--- src/atom_bus_pkg.sv ---
// Atom bus and memory map types
package atom_bus_pkg;

   // ====================
   // Plain bus widths
   // ====================

   // 6502 address and data
   typedef logic [15:0] cpu_addr_t;
   typedef logic [7:0]  cpu_data_t;

   // External SRAM is 256K, so 18 address bits
   typedef logic [17:0] ram_addr_t;

   // Bank number held in the BFFF latch
   typedef logic [2:0]  rom_bank_t;

   // ====================
   // Bus request
   // ====================

   // One CPU access as seen by the glue
   typedef struct packed {
      cpu_addr_t address;
      cpu_data_t wdata;
      logic      rnw;
   } bus_req_t;

   // Decoded regions of the memory map
   // Dropped devices (VIA, SPI, SID, video) decode as other
   typedef enum logic [2:0] {
      region_ram       = 3'd0,
      region_pia       = 3'd1,
      region_pl8       = 3'd2,
      region_rom_latch = 3'd3,
      region_other     = 3'd4
   } region_e;

   // Result of decoding one address
   typedef struct packed {
      region_e   region;
      logic      rom_cs;
      ram_addr_t ram_addr;
   } decode_t;

endpackage

--- src/atom_io_pkg.sv ---
// Atom PIA and keyboard types
package atom_io_pkg;

   // ====================
   // CPU speed
   // ====================

   // Turbo setting, nominal CPU clock
   typedef enum logic [1:0] {
      mhz1 = 2'd0,
      mhz2 = 2'd1,
      mhz4 = 2'd2,
      mhz8 = 2'd3
   } turbo_e;

   // ====================
   // 8255 PIA
   // ====================

   // Full 8-bit port value
   typedef logic [7:0] pia_port_t;

   // Only the low half of port C is an output on the Atom
   typedef logic [3:0] pia_pc_low_t;

   // Port B, driven by the keyboard side
   typedef struct packed {
      logic       shift_n;
      logic       ctrl_n;
      logic [5:0] keyout;
   } kbd_in_t;

   // Writable PIA registers
   // Port A selects keyboard row and VDG mode
   typedef struct packed {
      pia_port_t   pa;
      pia_pc_low_t pc_low;
   } pia_state_t;

endpackage

--- src/clken_gen.sv ---
// CPU clock enable generator
module clken_gen
   import atom_io_pkg::*;
#(
   parameter int CLKDIV_PERIOD = 25
)
(
   input  logic   clk25,
   input  logic   reset,
   input  turbo_e turbo,
   output logic   cpu_clken
);

   localparam int CNT_W = $clog2(CLKDIV_PERIOD);
   localparam logic [CNT_W-1:0] LAST_COUNT = CNT_W'(CLKDIV_PERIOD - 1);
   // Enables only fire in the first 16 slots of the frame
   localparam logic [CNT_W-1:0] EN_WINDOW = CNT_W'(16);

   logic [CNT_W-1:0] clkdiv;
   logic             low_zero;

   // Number of low counter bits that must be zero per speed
   always_comb
   begin
      case (turbo)
         mhz1:    low_zero = (clkdiv[3:0] == 4'd0);
         mhz2:    low_zero = (clkdiv[2:0] == 3'd0);
         mhz4:    low_zero = (clkdiv[1:0] == 2'd0);
         default: low_zero = (clkdiv[0] == 1'b0);
      endcase
   end

   // Frame counter and registered enable
   always_ff @(posedge clk25 or posedge reset)
   begin
      if (reset)
      begin
         clkdiv    <= '0;
         cpu_clken <= 1'b0;
      end
      else
      begin
         if (clkdiv == LAST_COUNT)
            clkdiv <= '0;
         else
            clkdiv <= clkdiv + 1'b1;
         cpu_clken <= low_zero && (clkdiv < EN_WINDOW);
      end
   end

endmodule

--- src/bus_decode.sv ---
// Atom memory map decoder
module bus_decode
   import atom_bus_pkg::*;
(
   input  bus_req_t  bus_req,
   input  rom_bank_t rom_bank,
   output decode_t   dec
);

   // ====================
   // Memory map
   // ====================
   // 0000-7FFF  RAM (00E7 lock flag snooped, still RAM)
   // 8000-97FF  video RAM, dropped
   // A000-AFFF  banked RAM or ROM
   // B000-B00F  8255 PIA
   // B400-B40F  empty slot, reads zero
   // B800, BC00, BD00  dropped devices
   // BFFF       ROM bank latch
   // C000-FFFF  ROM

   cpu_addr_t addr;
   logic      a000_cs;
   logic      vid_cs;
   logic      dropped_cs;

   assign addr = bus_req.address;

   // Banked window
   assign a000_cs = (addr[15:12] == 4'ha);

   // Former video RAM area
   assign vid_cs = (addr[15:12] == 4'h8) || (addr[15:11] == 5'b10010);

   // Slots of the devices no longer present
   assign dropped_cs = (addr[15:4] == 12'hb80) || (addr[15:4] == 12'hbc0) ||
                       (addr[15:8] == 8'hbd) || vid_cs;

   always_comb
   begin
      // Region, priority order as in the Atom glue
      if (addr[15:4] == 12'hb00)
         dec.region = region_pia;
      else if (addr[15:4] == 12'hb40)
         dec.region = region_pl8;
      else if (addr == 16'hbfff)
         dec.region = region_rom_latch;
      else if (dropped_cs)
         dec.region = region_other;
      else
         dec.region = region_ram;

      // Top 16K always ROM, A000 only when bank 7 is not selected
      dec.rom_cs = (addr[15:14] == 2'b11) || (a000_cs && (rom_bank != 3'd7));

      // Bank number lands in SRAM address bits 14..12
      if (a000_cs)
         dec.ram_addr = {3'b010, rom_bank, addr[11:0]};
      else
         dec.ram_addr = {2'b00, addr};
   end

endmodule

--- src/io_execute.sv ---
// PIA, ROM latch and lock registers
module io_execute
   import atom_bus_pkg::*;
   import atom_io_pkg::*;
(
   input  logic       clk25,
   input  logic       reset,
   input  logic       bus_strobe,
   input  bus_req_t   bus_req,
   input  decode_t    dec,
   output pia_state_t pia,
   output rom_bank_t  rom_bank,
   output logic       lock
);

   // Address of the OS lock flag in zero page
   localparam cpu_addr_t LOCK_ADDR = 16'h00e7;

   logic      wr_en;
   logic [1:0] offset;
   cpu_data_t wdata;

   // Write accepted in the strobe cycle
   assign wr_en  = bus_strobe && !bus_req.rnw;
   assign offset = bus_req.address[1:0];
   assign wdata  = bus_req.wdata;

   // ====================
   // 8255 PIA
   // ====================

   // Port directions are fixed, so only A and low C are stored
   always_ff @(posedge clk25 or posedge reset)
   begin
      if (reset)
         pia <= '0;
      else if (wr_en && (dec.region == region_pia))
      begin
         case (offset)
            2'd0: pia.pa <= wdata;
            2'd2: pia.pc_low <= wdata[3:0];
            2'd3:
            begin
               // Control word with bit 7 clear is a port C bit set/reset
               if (!wdata[7])
                  pia.pc_low[wdata[2:1]] <= wdata[0];
            end
            default:
            begin
               // Port B is input only
            end
         endcase
      end
   end

   // ====================
   // ROM latch
   // ====================

   // Only the bank bits are kept
   always_ff @(posedge clk25 or posedge reset)
   begin
      if (reset)
         rom_bank <= '0;
      else if (wr_en && (dec.region == region_rom_latch))
         rom_bank <= wdata[2:0];
   end

   // Snoop of the lock flag, bit 5 of 00E7
   always_ff @(posedge clk25 or posedge reset)
   begin
      if (reset)
         lock <= 1'b0;
      else if (wr_en && (bus_req.address == LOCK_ADDR))
         lock <= wdata[5];
   end

endmodule

--- src/cassette_tone.sv ---
// Cassette tone divider
module cassette_tone
   import atom_io_pkg::*;
#(
   parameter int CAS_DIVIDE = 208
)
(
   input  logic        clk25,
   input  logic        reset,
   input  logic        cpu_clken,
   input  pia_pc_low_t pc_low,
   output logic        cas_tone,
   output logic        cas_out
);

   // Atom divides 4MHz by 16, 13 and 8; 208 CPU enables at 1MHz is close enough
   localparam int DIV_W = $clog2(CAS_DIVIDE);
   localparam logic [DIV_W-1:0] LAST_DIV = DIV_W'(CAS_DIVIDE - 1);

   logic [DIV_W-1:0] cas_div;

   // Half-period counter, advances on CPU enables only
   always_ff @(posedge clk25 or posedge reset)
   begin
      if (reset)
      begin
         cas_div  <= '0;
         cas_tone <= 1'b0;
      end
      else if (cpu_clken)
      begin
         if (cas_div == LAST_DIV)
         begin
            cas_div  <= '0;
            cas_tone <= !cas_tone;
         end
         else
            cas_div <= cas_div + 1'b1;
      end
   end

   // PC0 enables the output, PC1 gates the tone through
   assign cas_out = !(pc_low[0] && pc_low[1] && !cas_tone);

endmodule

--- src/read_result.sv ---
// Read data mux and SRAM strobes
module read_result
   import atom_bus_pkg::*;
   import atom_io_pkg::*;
(
   input  logic       clk25,
   input  logic       reset,
   input  logic       bus_strobe,
   input  logic       rnw,
   input  decode_t    dec,
   input  pia_state_t pia,
   input  kbd_in_t    kbd,
   input  logic [3:0] pc_high,
   input  rom_bank_t  rom_bank,
   input  cpu_data_t  ram_rdata,
   output logic       rd_valid,
   output cpu_data_t  rd_data,
   output ram_addr_t  ram_addr,
   output logic       ram_we,
   output logic       ram_oe
);

   logic [1:0] offset;
   cpu_data_t  rd_value;
   logic       read_q;

   // Outside A000 the SRAM address carries the CPU address unchanged
   assign offset = dec.ram_addr[1:0];

   // ====================
   // Data mux
   // ====================

   always_comb
   begin
      case (dec.region)
         region_pia:
         begin
            case (offset)
               2'd0:    rd_value = pia.pa;
               2'd1:    rd_value = kbd;
               2'd2:    rd_value = {pc_high, pia.pc_low};
               default: rd_value = '0;
            endcase
         end
         // Empty slot at B40x
         region_pl8:       rd_value = '0;
         region_rom_latch: rd_value = {5'b00000, rom_bank};
         // RAM, ROM and the dropped device slots
         default:          rd_value = ram_rdata;
      endcase
   end

   // Result and SRAM control, one cycle after the strobe
   always_ff @(posedge clk25 or posedge reset)
   begin
      if (reset)
      begin
         read_q   <= 1'b0;
         ram_we   <= 1'b0;
         rd_data  <= '0;
         ram_addr <= '0;
      end
      else
      begin
         read_q <= bus_strobe && rnw;
         // ROM space is write protected
         ram_we <= bus_strobe && !rnw && !dec.rom_cs;
         if (bus_strobe)
            ram_addr <= dec.ram_addr;
         if (bus_strobe && rnw)
            rd_data <= rd_value;
      end
   end

   // SRAM output enable follows every read
   assign rd_valid = read_q;
   assign ram_oe   = read_q;

endmodule

--- src/atom_glue_top.sv ---
// Atom bus glue top level
module atom_glue_top
   import atom_bus_pkg::*;
   import atom_io_pkg::*;
#(
   parameter int CLKDIV_PERIOD = 25,
   parameter int CAS_DIVIDE    = 208
)
(
   input  logic      clk25,
   input  logic      reset,
   input  turbo_e    turbo,
   // CPU side bus
   input  logic      bus_strobe,
   input  bus_req_t  bus_req,
   input  cpu_data_t ram_rdata,
   // Keyboard and cassette inputs
   input  kbd_in_t   kbd,
   input  logic      cas_in,
   input  logic      rept_n,
   input  logic      fs_n,
   output logic      cpu_clken,
   output logic      rd_valid,
   output cpu_data_t rd_data,
   // External SRAM
   output ram_addr_t ram_addr,
   output logic      ram_we,
   output logic      ram_oe,
   output logic      cas_out,
   output logic      lock
);

   decode_t    dec;
   pia_state_t pia;
   rom_bank_t  rom_bank;
   logic       cas_tone;
   logic [3:0] pc_high;

   // ====================
   // Clocking
   // ====================

   clken_gen #(
      .CLKDIV_PERIOD (CLKDIV_PERIOD)
   ) clken_gen_i (
      .clk25     (clk25),
      .reset     (reset),
      .turbo     (turbo),
      .cpu_clken (cpu_clken)
   );

   // ====================
   // Decode and registers
   // ====================

   bus_decode bus_decode_i (
      .bus_req  (bus_req),
      .rom_bank (rom_bank),
      .dec      (dec)
   );

   io_execute io_execute_i (
      .clk25      (clk25),
      .reset      (reset),
      .bus_strobe (bus_strobe),
      .bus_req    (bus_req),
      .dec        (dec),
      .pia        (pia),
      .rom_bank   (rom_bank),
      .lock       (lock)
   );

   cassette_tone #(
      .CAS_DIVIDE (CAS_DIVIDE)
   ) cassette_tone_i (
      .clk25     (clk25),
      .reset     (reset),
      .cpu_clken (cpu_clken),
      .pc_low    (pia.pc_low),
      .cas_tone  (cas_tone),
      .cas_out   (cas_out)
   );

   // Port C inputs, bit 7 down to bit 4
   assign pc_high = {fs_n, rept_n, cas_in, cas_tone};

   read_result read_result_i (
      .clk25      (clk25),
      .reset      (reset),
      .bus_strobe (bus_strobe),
      .rnw        (bus_req.rnw),
      .dec        (dec),
      .pia        (pia),
      .kbd        (kbd),
      .pc_high    (pc_high),
      .rom_bank   (rom_bank),
      .ram_rdata  (ram_rdata),
      .rd_valid   (rd_valid),
      .rd_data    (rd_data),
      .ram_addr   (ram_addr),
      .ram_we     (ram_we),
      .ram_oe     (ram_oe)
   );

endmodule

--- config.mk ---
export PLATFORM = sky130hd
export DESIGN_NAME = atom_glue_top
export DESIGN_NICKNAME = d
export VERILOG_FILES = /design/src/atom_bus_pkg.sv /design/src/atom_io_pkg.sv /design/src/clken_gen.sv /design/src/bus_decode.sv /design/src/io_execute.sv /design/src/cassette_tone.sv /design/src/read_result.sv /design/src/atom_glue_top.sv
export SDC_FILE = /design/constraint.sdc
export NUM_CORES = 1
export LEC_CHECK = 0
export ABC_AREA = 1
export ABC_CLOCK_PERIOD_IN_PS = 2600
export BUFFER_PORTS_ARGS = -buffer_cell sky130_fd_sc_hd__buf_2
export CORE_ASPECT_RATIO = 1.2
export CORE_MARGIN = 3
export CORE_UTILIZATION = 35
export DETAILED_ROUTE_END_ITERATION = 6
export GPL_ROUTABILITY_DRIVEN = 0
export SYNTH_ARGS = -nofsm -noshare
export SYNTH_HDL_FRONTEND = slang
export SYNTH_SLANG_ARGS = --single-unit
--- constraint.sdc ---
create_clock -name clk25 -period 2.6 [get_ports clk25]
set_clock_uncertainty 0.05 [all_clocks]
set_input_delay 0.52 -clock clk25 [delete_from_list [all_inputs] [get_ports clk25]]
set_output_delay 0.52 -clock clk25 [all_outputs]
set_load 0.02 [all_outputs]
* After elaboration in Yosys (flattened, before gate mapping)
Index checks and enable logic that the tools add are counted.
** Word-level totals
- Word-level logic and storage cells :: 87
- Register bits after elaboration :: 59
- Output and inout bits :: 32
** Operators by class
- Bitwise gates (word level) :: 1
- Eq/ne operators :: 24
- Mux-type cells :: 15
- $add $sub $neg :: 2
- Order comparisons :: 3
- Reductions and logical operators :: 30
** Operator list (count)
- $eq A12 B12 Y1 const B :: 4
- $pmux W8 S3 :: 2
- $mux W17 :: 1
- $eq A16 B16 Y1 const B :: 1
- $eq A16 B8 Y1 const B :: 1
- $eq A8 B8 Y1 const B :: 2
- $mux W3 :: 4
- $logic_and A1 B1 Y1 :: 11
- $eq A2 B2 Y1 const B :: 5
- $eq A5 B5 Y1 const B :: 2
- $add A8 B1 Y8 const B :: 1
- $eq A4 B4 Y1 const B :: 2
- $logic_not A2 Y1 :: 4
- $mux W8 :: 1
- $pmux W4 S2 :: 1
- $eq A3 B2 Y1 const B :: 2
- $add A5 B1 Y5 const B :: 1
- $logic_or A1 B1 Y1 :: 5
- $lt A5 B5 Y1 const B :: 1
- $mux W5 :: 1
- $bwmux W4 :: 1
- $eq A2 B1 Y1 const B :: 2
- $logic_not A1 Y1 :: 4
- $logic_not A4 Y1 :: 1
- 14 further kinds :: 15

* Depth between registers and ports, before layout
- Word-level depth :: 11
- Depth in mapped cells :: 10
- Depth with buffers taken out :: 10

* Hierarchy
Synthesis repeated with hierarchy kept, for this count alone.
** Unflattened totals
- Cells, all modules :: 471
- Area, all modules :: 3404.5 sq um
** By module, submodules not included
- read_result :: area each 1343.8 sq um, instances 1, cells an instance 178, sequential area each 700.7 sq um
- io_execute :: area each 845.8 sq um, instances 1, cells an instance 110, sequential area each 400.4 sq um
- cassette_tone :: area each 496.7 sq um, instances 1, cells an instance 63, sequential area each 225.2 sq um
- bus_decode :: area each 369.1 sq um, instances 1, cells an instance 74, sequential area each 0.0 sq um
- clken_gen :: area each 349.1 sq um, instances 1, cells an instance 46, sequential area each 150.1 sq um

* Worst setup path after synthesis
No wires, ideal clock.
- Kind :: input-to-reg
- From :: in bus_req[23] (netlist bit)
- To :: reg io_execute_i.pia[5] (netlist name)
- Data arrival time :: 1354 ps
- Path slack :: 1076 ps
- Required time :: 2430 ps
- Stages on the path :: 9
- Cells stage by stage :: inv_2 -> nand2_2 -> nor2_4 -> nand2_4 -> nor2_8 -> nand3_4 -> buf_6 -> nand2_2 -> o21ai_2
** On the way
- Cells in the longest elaborated chain, start to end :: 11
** Ends and longest elaborated chain
- start, declared :: RTL line atom_glue_top.sv:15 : input bus_req_t bus_req,
- $eq A12 B12 Y1 :: RTL line bus_decode.sv:36 : assign dropped_cs = (addr[15:4] == 12'hb80) || (addr[15:4] == 12'hbc0) ||
- $logic_or A1 B1 Y1 (2 in series) :: RTL line bus_decode.sv:36
- $logic_or A1 B1 Y1 :: RTL line bus_decode.sv:37 : (addr[15:8] == 8'hbd) || vid_cs;
- $mux W3 :: RTL line bus_decode.sv:48 : else if (dropped_cs)
- $mux W3 :: RTL line bus_decode.sv:46 : else if (addr == 16'hbfff)
- $mux W3 :: RTL line bus_decode.sv:44 : else if (addr[15:4] == 12'hb40)
- $mux W3 (*) :: RTL line bus_decode.sv:42 : if (addr[15:4] == 12'hb00)
- $eq A3 B1 Y1 (*) :: RTL line io_execute.sv:37 : else if (wr_en && (dec.region == region_pia))
- $logic_and A1 B1 Y1 (*) :: RTL line io_execute.sv:37
- $reduce_and A2 Y1 (no line) (*)
Mark *: on every way between the ends. The rest lies on a longest branch, timed or not.
A chain may end at the register's enable or synchronous reset.

* Final worst setup path
- From :: reg cassette_tone_i.cas_tone
- To :: out cas_out
** On the way
- Cells in the longest elaborated chain, start to end :: 3
** Ends and longest elaborated chain
- start, declared :: RTL line cassette_tone.sv:12 : output logic cas_tone,
- start signal, assigned :: RTL line cassette_tone.sv:35 : cas_tone <= !cas_tone;
- $logic_not A1 Y1 :: RTL line cassette_tone.sv:43 : assign cas_out = !(pc_low[0] && pc_low[1] && !cas_tone);
- $logic_and A1 B1 Y1 :: RTL line cassette_tone.sv:43
- $logic_not A1 Y1 :: RTL line cassette_tone.sv:43
- end, declared :: RTL line atom_glue_top.sv:29 : output logic cas_out,
Every way passes these cells.

==> results.json <==
{
  "status": "finished, final reports clean",
  "dp_hpwl_mm": 6.09,
  "cts_inserted_buffers": 9,
  "grt.overflow.total": 0,
  "antenna_found_initial": 0,
  "hold_viol": 0,
  "coreArea_um2": 8750,
  "io_pins": 81,
  "yosys-top-cells-count": "122 x nand2_1, 58 x dfrtp_1, 45 x inv_1, 45 x nand3_1, 23 x o21ai_0",
  "drt_iter0_drc": 132,
  "worst-endpoint-arrival_ns": 1.07,
  "post_drt_wl_per_cell_um": 12.9,
  "slew_violations": 0,
  "met1_usage_pct": 20.0,
  "clkTransAtPathRegs_ns": 0.06,
  "worstPathMaxFanout": 2,
  "r2r_slack_ns": 1.06,
  "finalHoldWorstSlack_ns": 0.177,
  "powerDensity_nw_per_um2": 571,
  "synth_edf_count": 0,
  "worstPathRequired_ns": 2.03,
  "seq_area_frac_synth_pct": 45.4,
  "drive_gt1_share_pct": 27.3,
  "met2_usage_pct": 27.7,
  "cts.sink_count": 58,
  "postCtsResizedCells": 0,
  "synth.top_cells.by_area": "dfrtp_1 45%, nand2_1 14%, nand3_1 7.0%",
  "postRouteAntennaNets": 0,
  "critPathKind": "reg -> out",
  "max_freq_mhz": 609,
  "netlist_instances": 409,
  "die_w_um": 93.3,
  "fin_setup_tns_ns": 0,
  "dr_total_vias": 2838,
  "start_kind": "flip-flop",
  "syn_area_um2": 3200,
  "synth.top_cell.area_share_pct": 45.4,
  "crit_slowest_cell": "dfrtp_1",
  "crit_path_end_kind": "output pin",
  "p_leak_nw": 2.15,
  "timing.final.crit_share_pct": 63.1,
  "ctsHoldBuffers": 0,
  "holdCritPathClass": "in -> async",
  "synth.distinct_cells": 38,
  "yosys_warnings": 0,
  "clockBufferDepth": 2,
  "rr_startpoint": "cassette_tone_i.cas_div[0]",
  "die-area_um2": 10300,
  "grt_max_degree": 59,
  "rsz0062_at_grt": "false",
  "grt.busiest_layer": "met2",
  "path_delay_family": "flip-flops",
  "htree_levels": 3,
  "cts-root-buf": "clkbuf_8",
  "use_met3_pct": 3.94,
  "drc": 0,
  "vias_per_cell": 4.64,
  "area_growth_pct": 21.5,
  "diodes": 0,
  "max_stage_delay_ns": 0.38,
  "grt_pass1_wl_mm": 13.5,
  "crit_buf_inv": 2,
  "setup_violations": 0,
  "clock_latency_ns": 0.33,
  "postCtsSetupBuffers": 0,
  "path_cells": "inv_1 > nand3_1 > buf_2",
  "post-route-min-period_ns": 1.64,
  "track_usage_pct": 16.4,
  "ys.flop_type": "dfrtp_1",
  "syn_area_per_cell_um2": 7.82,
  "dr.pass1.iters": 4,
  "initial_utilization_pct": 36.6,
  "routed_wl_mm": 7.87,
  "async_reset_ff_share_pct": 100,
  "synth_nets": 461,
  "cts_tree": "built",
  "ys_ff_latch": 58,
  "die_y_um": 111,
  "synth.most_common_cell": "nand2_1",
  "portBuffers": 79,
  "vdd_drop_max_uv": 343,
  "grt_pass1_vias": 2914,
  "drv_cap": 0,
  "finalNetCount": 543,
  "placementRows": 37,
  "synth_top_area_cell": "dfrtp_1",
  "cp-startpoint": "cassette_tone_i.cas_tone"
}
worst paths after layout:
check | endpoint | cells after the start
hold reg to reg | read_result_i.ram_addr[2] | 2
min in group clk25 | io_execute_i.pia[8] | 3
setup reg to reg | cassette_tone_i.cas_div[7] | 8
setup / recovery | cas_out | 3
max in group asynchronous | io_execute_i.rom_bank[0] | 3
hold / removal | read_result_i.rd_data[6] | 3
power breakdown:
group	switching [mW]	leakage, nW	internal, mW
logic	0.240	1.31	0.135
clock network	0.338	0.0962	0.461
registers	0.0631	0.738	0.983
total	0.641	2.15	1.58
routing by layer:
metal	part of all wire (%)	vias up
met5	0	-
met4	1.7	0
met3	3.8	13
met2	50	61
met1	45	1296
li1	-	1468
sequential cells by signal (all words and copies together) (netlist names):
register                  count
cassette_tone_i.cas_div       8
cassette_tone_i.cas_tone      1
clken_gen_i.clkdiv            5
clken_gen_i.cpu_clken         1
io_execute_i.lock             1
io_execute_i.pia             12
io_execute_i.rom_bank         3
read_result_i.ram_addr       17
read_result_i.ram_oe          1
read_result_i.ram_we          1
read_result_i.rd_data         8
per-stage QoR:
stage / power [mW] / cells / utilization, % / area (um^2) / setup slack [ns]
floorplan: 1.30 / 409 / - / 3200 / 0.602
global placement: 1.44 / 597 / 42.3 / 3700 / 0.681
detailed placement: 1.44 / 597 / 42.3 / 3700 / 0.640
CTS: 2.25 / 612 / 44.4 / 3890 / 0.942
global route: 2.35 / 612 / 44.4 / 3890 / 0.857
finish: 2.22 / 612 / 44.4 / 3890 / 0.958
cells by family after synthesis:
group                    Yosys count  share of synthesized area [%]
flip-flops                        58                           45.4
other                              1                          0.117
XOR/XNOR                           3                          0.822
AO/OA/AOI/OAI                     58                           10.8
adder cells (fa/ha/maj)            3                           1.17
buffers and inverters             66                           8.69
AND/OR/NAND/NOR                  220                           33.1
cell usage in the layout (no fill, tap or decap), types with 2 or more instances in the layout:
cell	count
nand2_1	122
buf_2	79
dfrtp_1	58
nand3_1	45
inv_1	44
o21ai_0	23
nor2_1	21
a21oi_1	13
clkbuf_8	10
inv_2	9
o21ai_2	8
o21ai_1	6
nand2_2	5
nor3_1	5
nor2_4	4
nand2_4	4
nand4_1	4
clkinv_1	3
nor2_2	3
ha_1	3
o221ai_1	2
o31ai_1	2
nand3_4	2
xor2_1	2
clkbuf_1	2
clkinv_2	2
final cells by class:
class / count / area, um^2
clock buffers: 12 / 145
clock inverters: 3 / 40.0
fillers: 885 / 4860
inverters: 57 / 219
multi-input cells: 285 / 1470
flip-flops and latches: 58 / 1450
well taps: 117 / 146
repair buffers: 80 / 415
worst reg2reg max path: stages (launching register included):
cell,delay [ns]
dfrtp_1,0.39
ha_1,0.21
nand3_1,0.08
nor2_1,0.13
nand3_1,0.23
nand2_1,0.15
nand3_1,0.07
o21ai_0,0.07
inv_1,0.05
No activity file was read; power rests on OpenSTA's default activity.
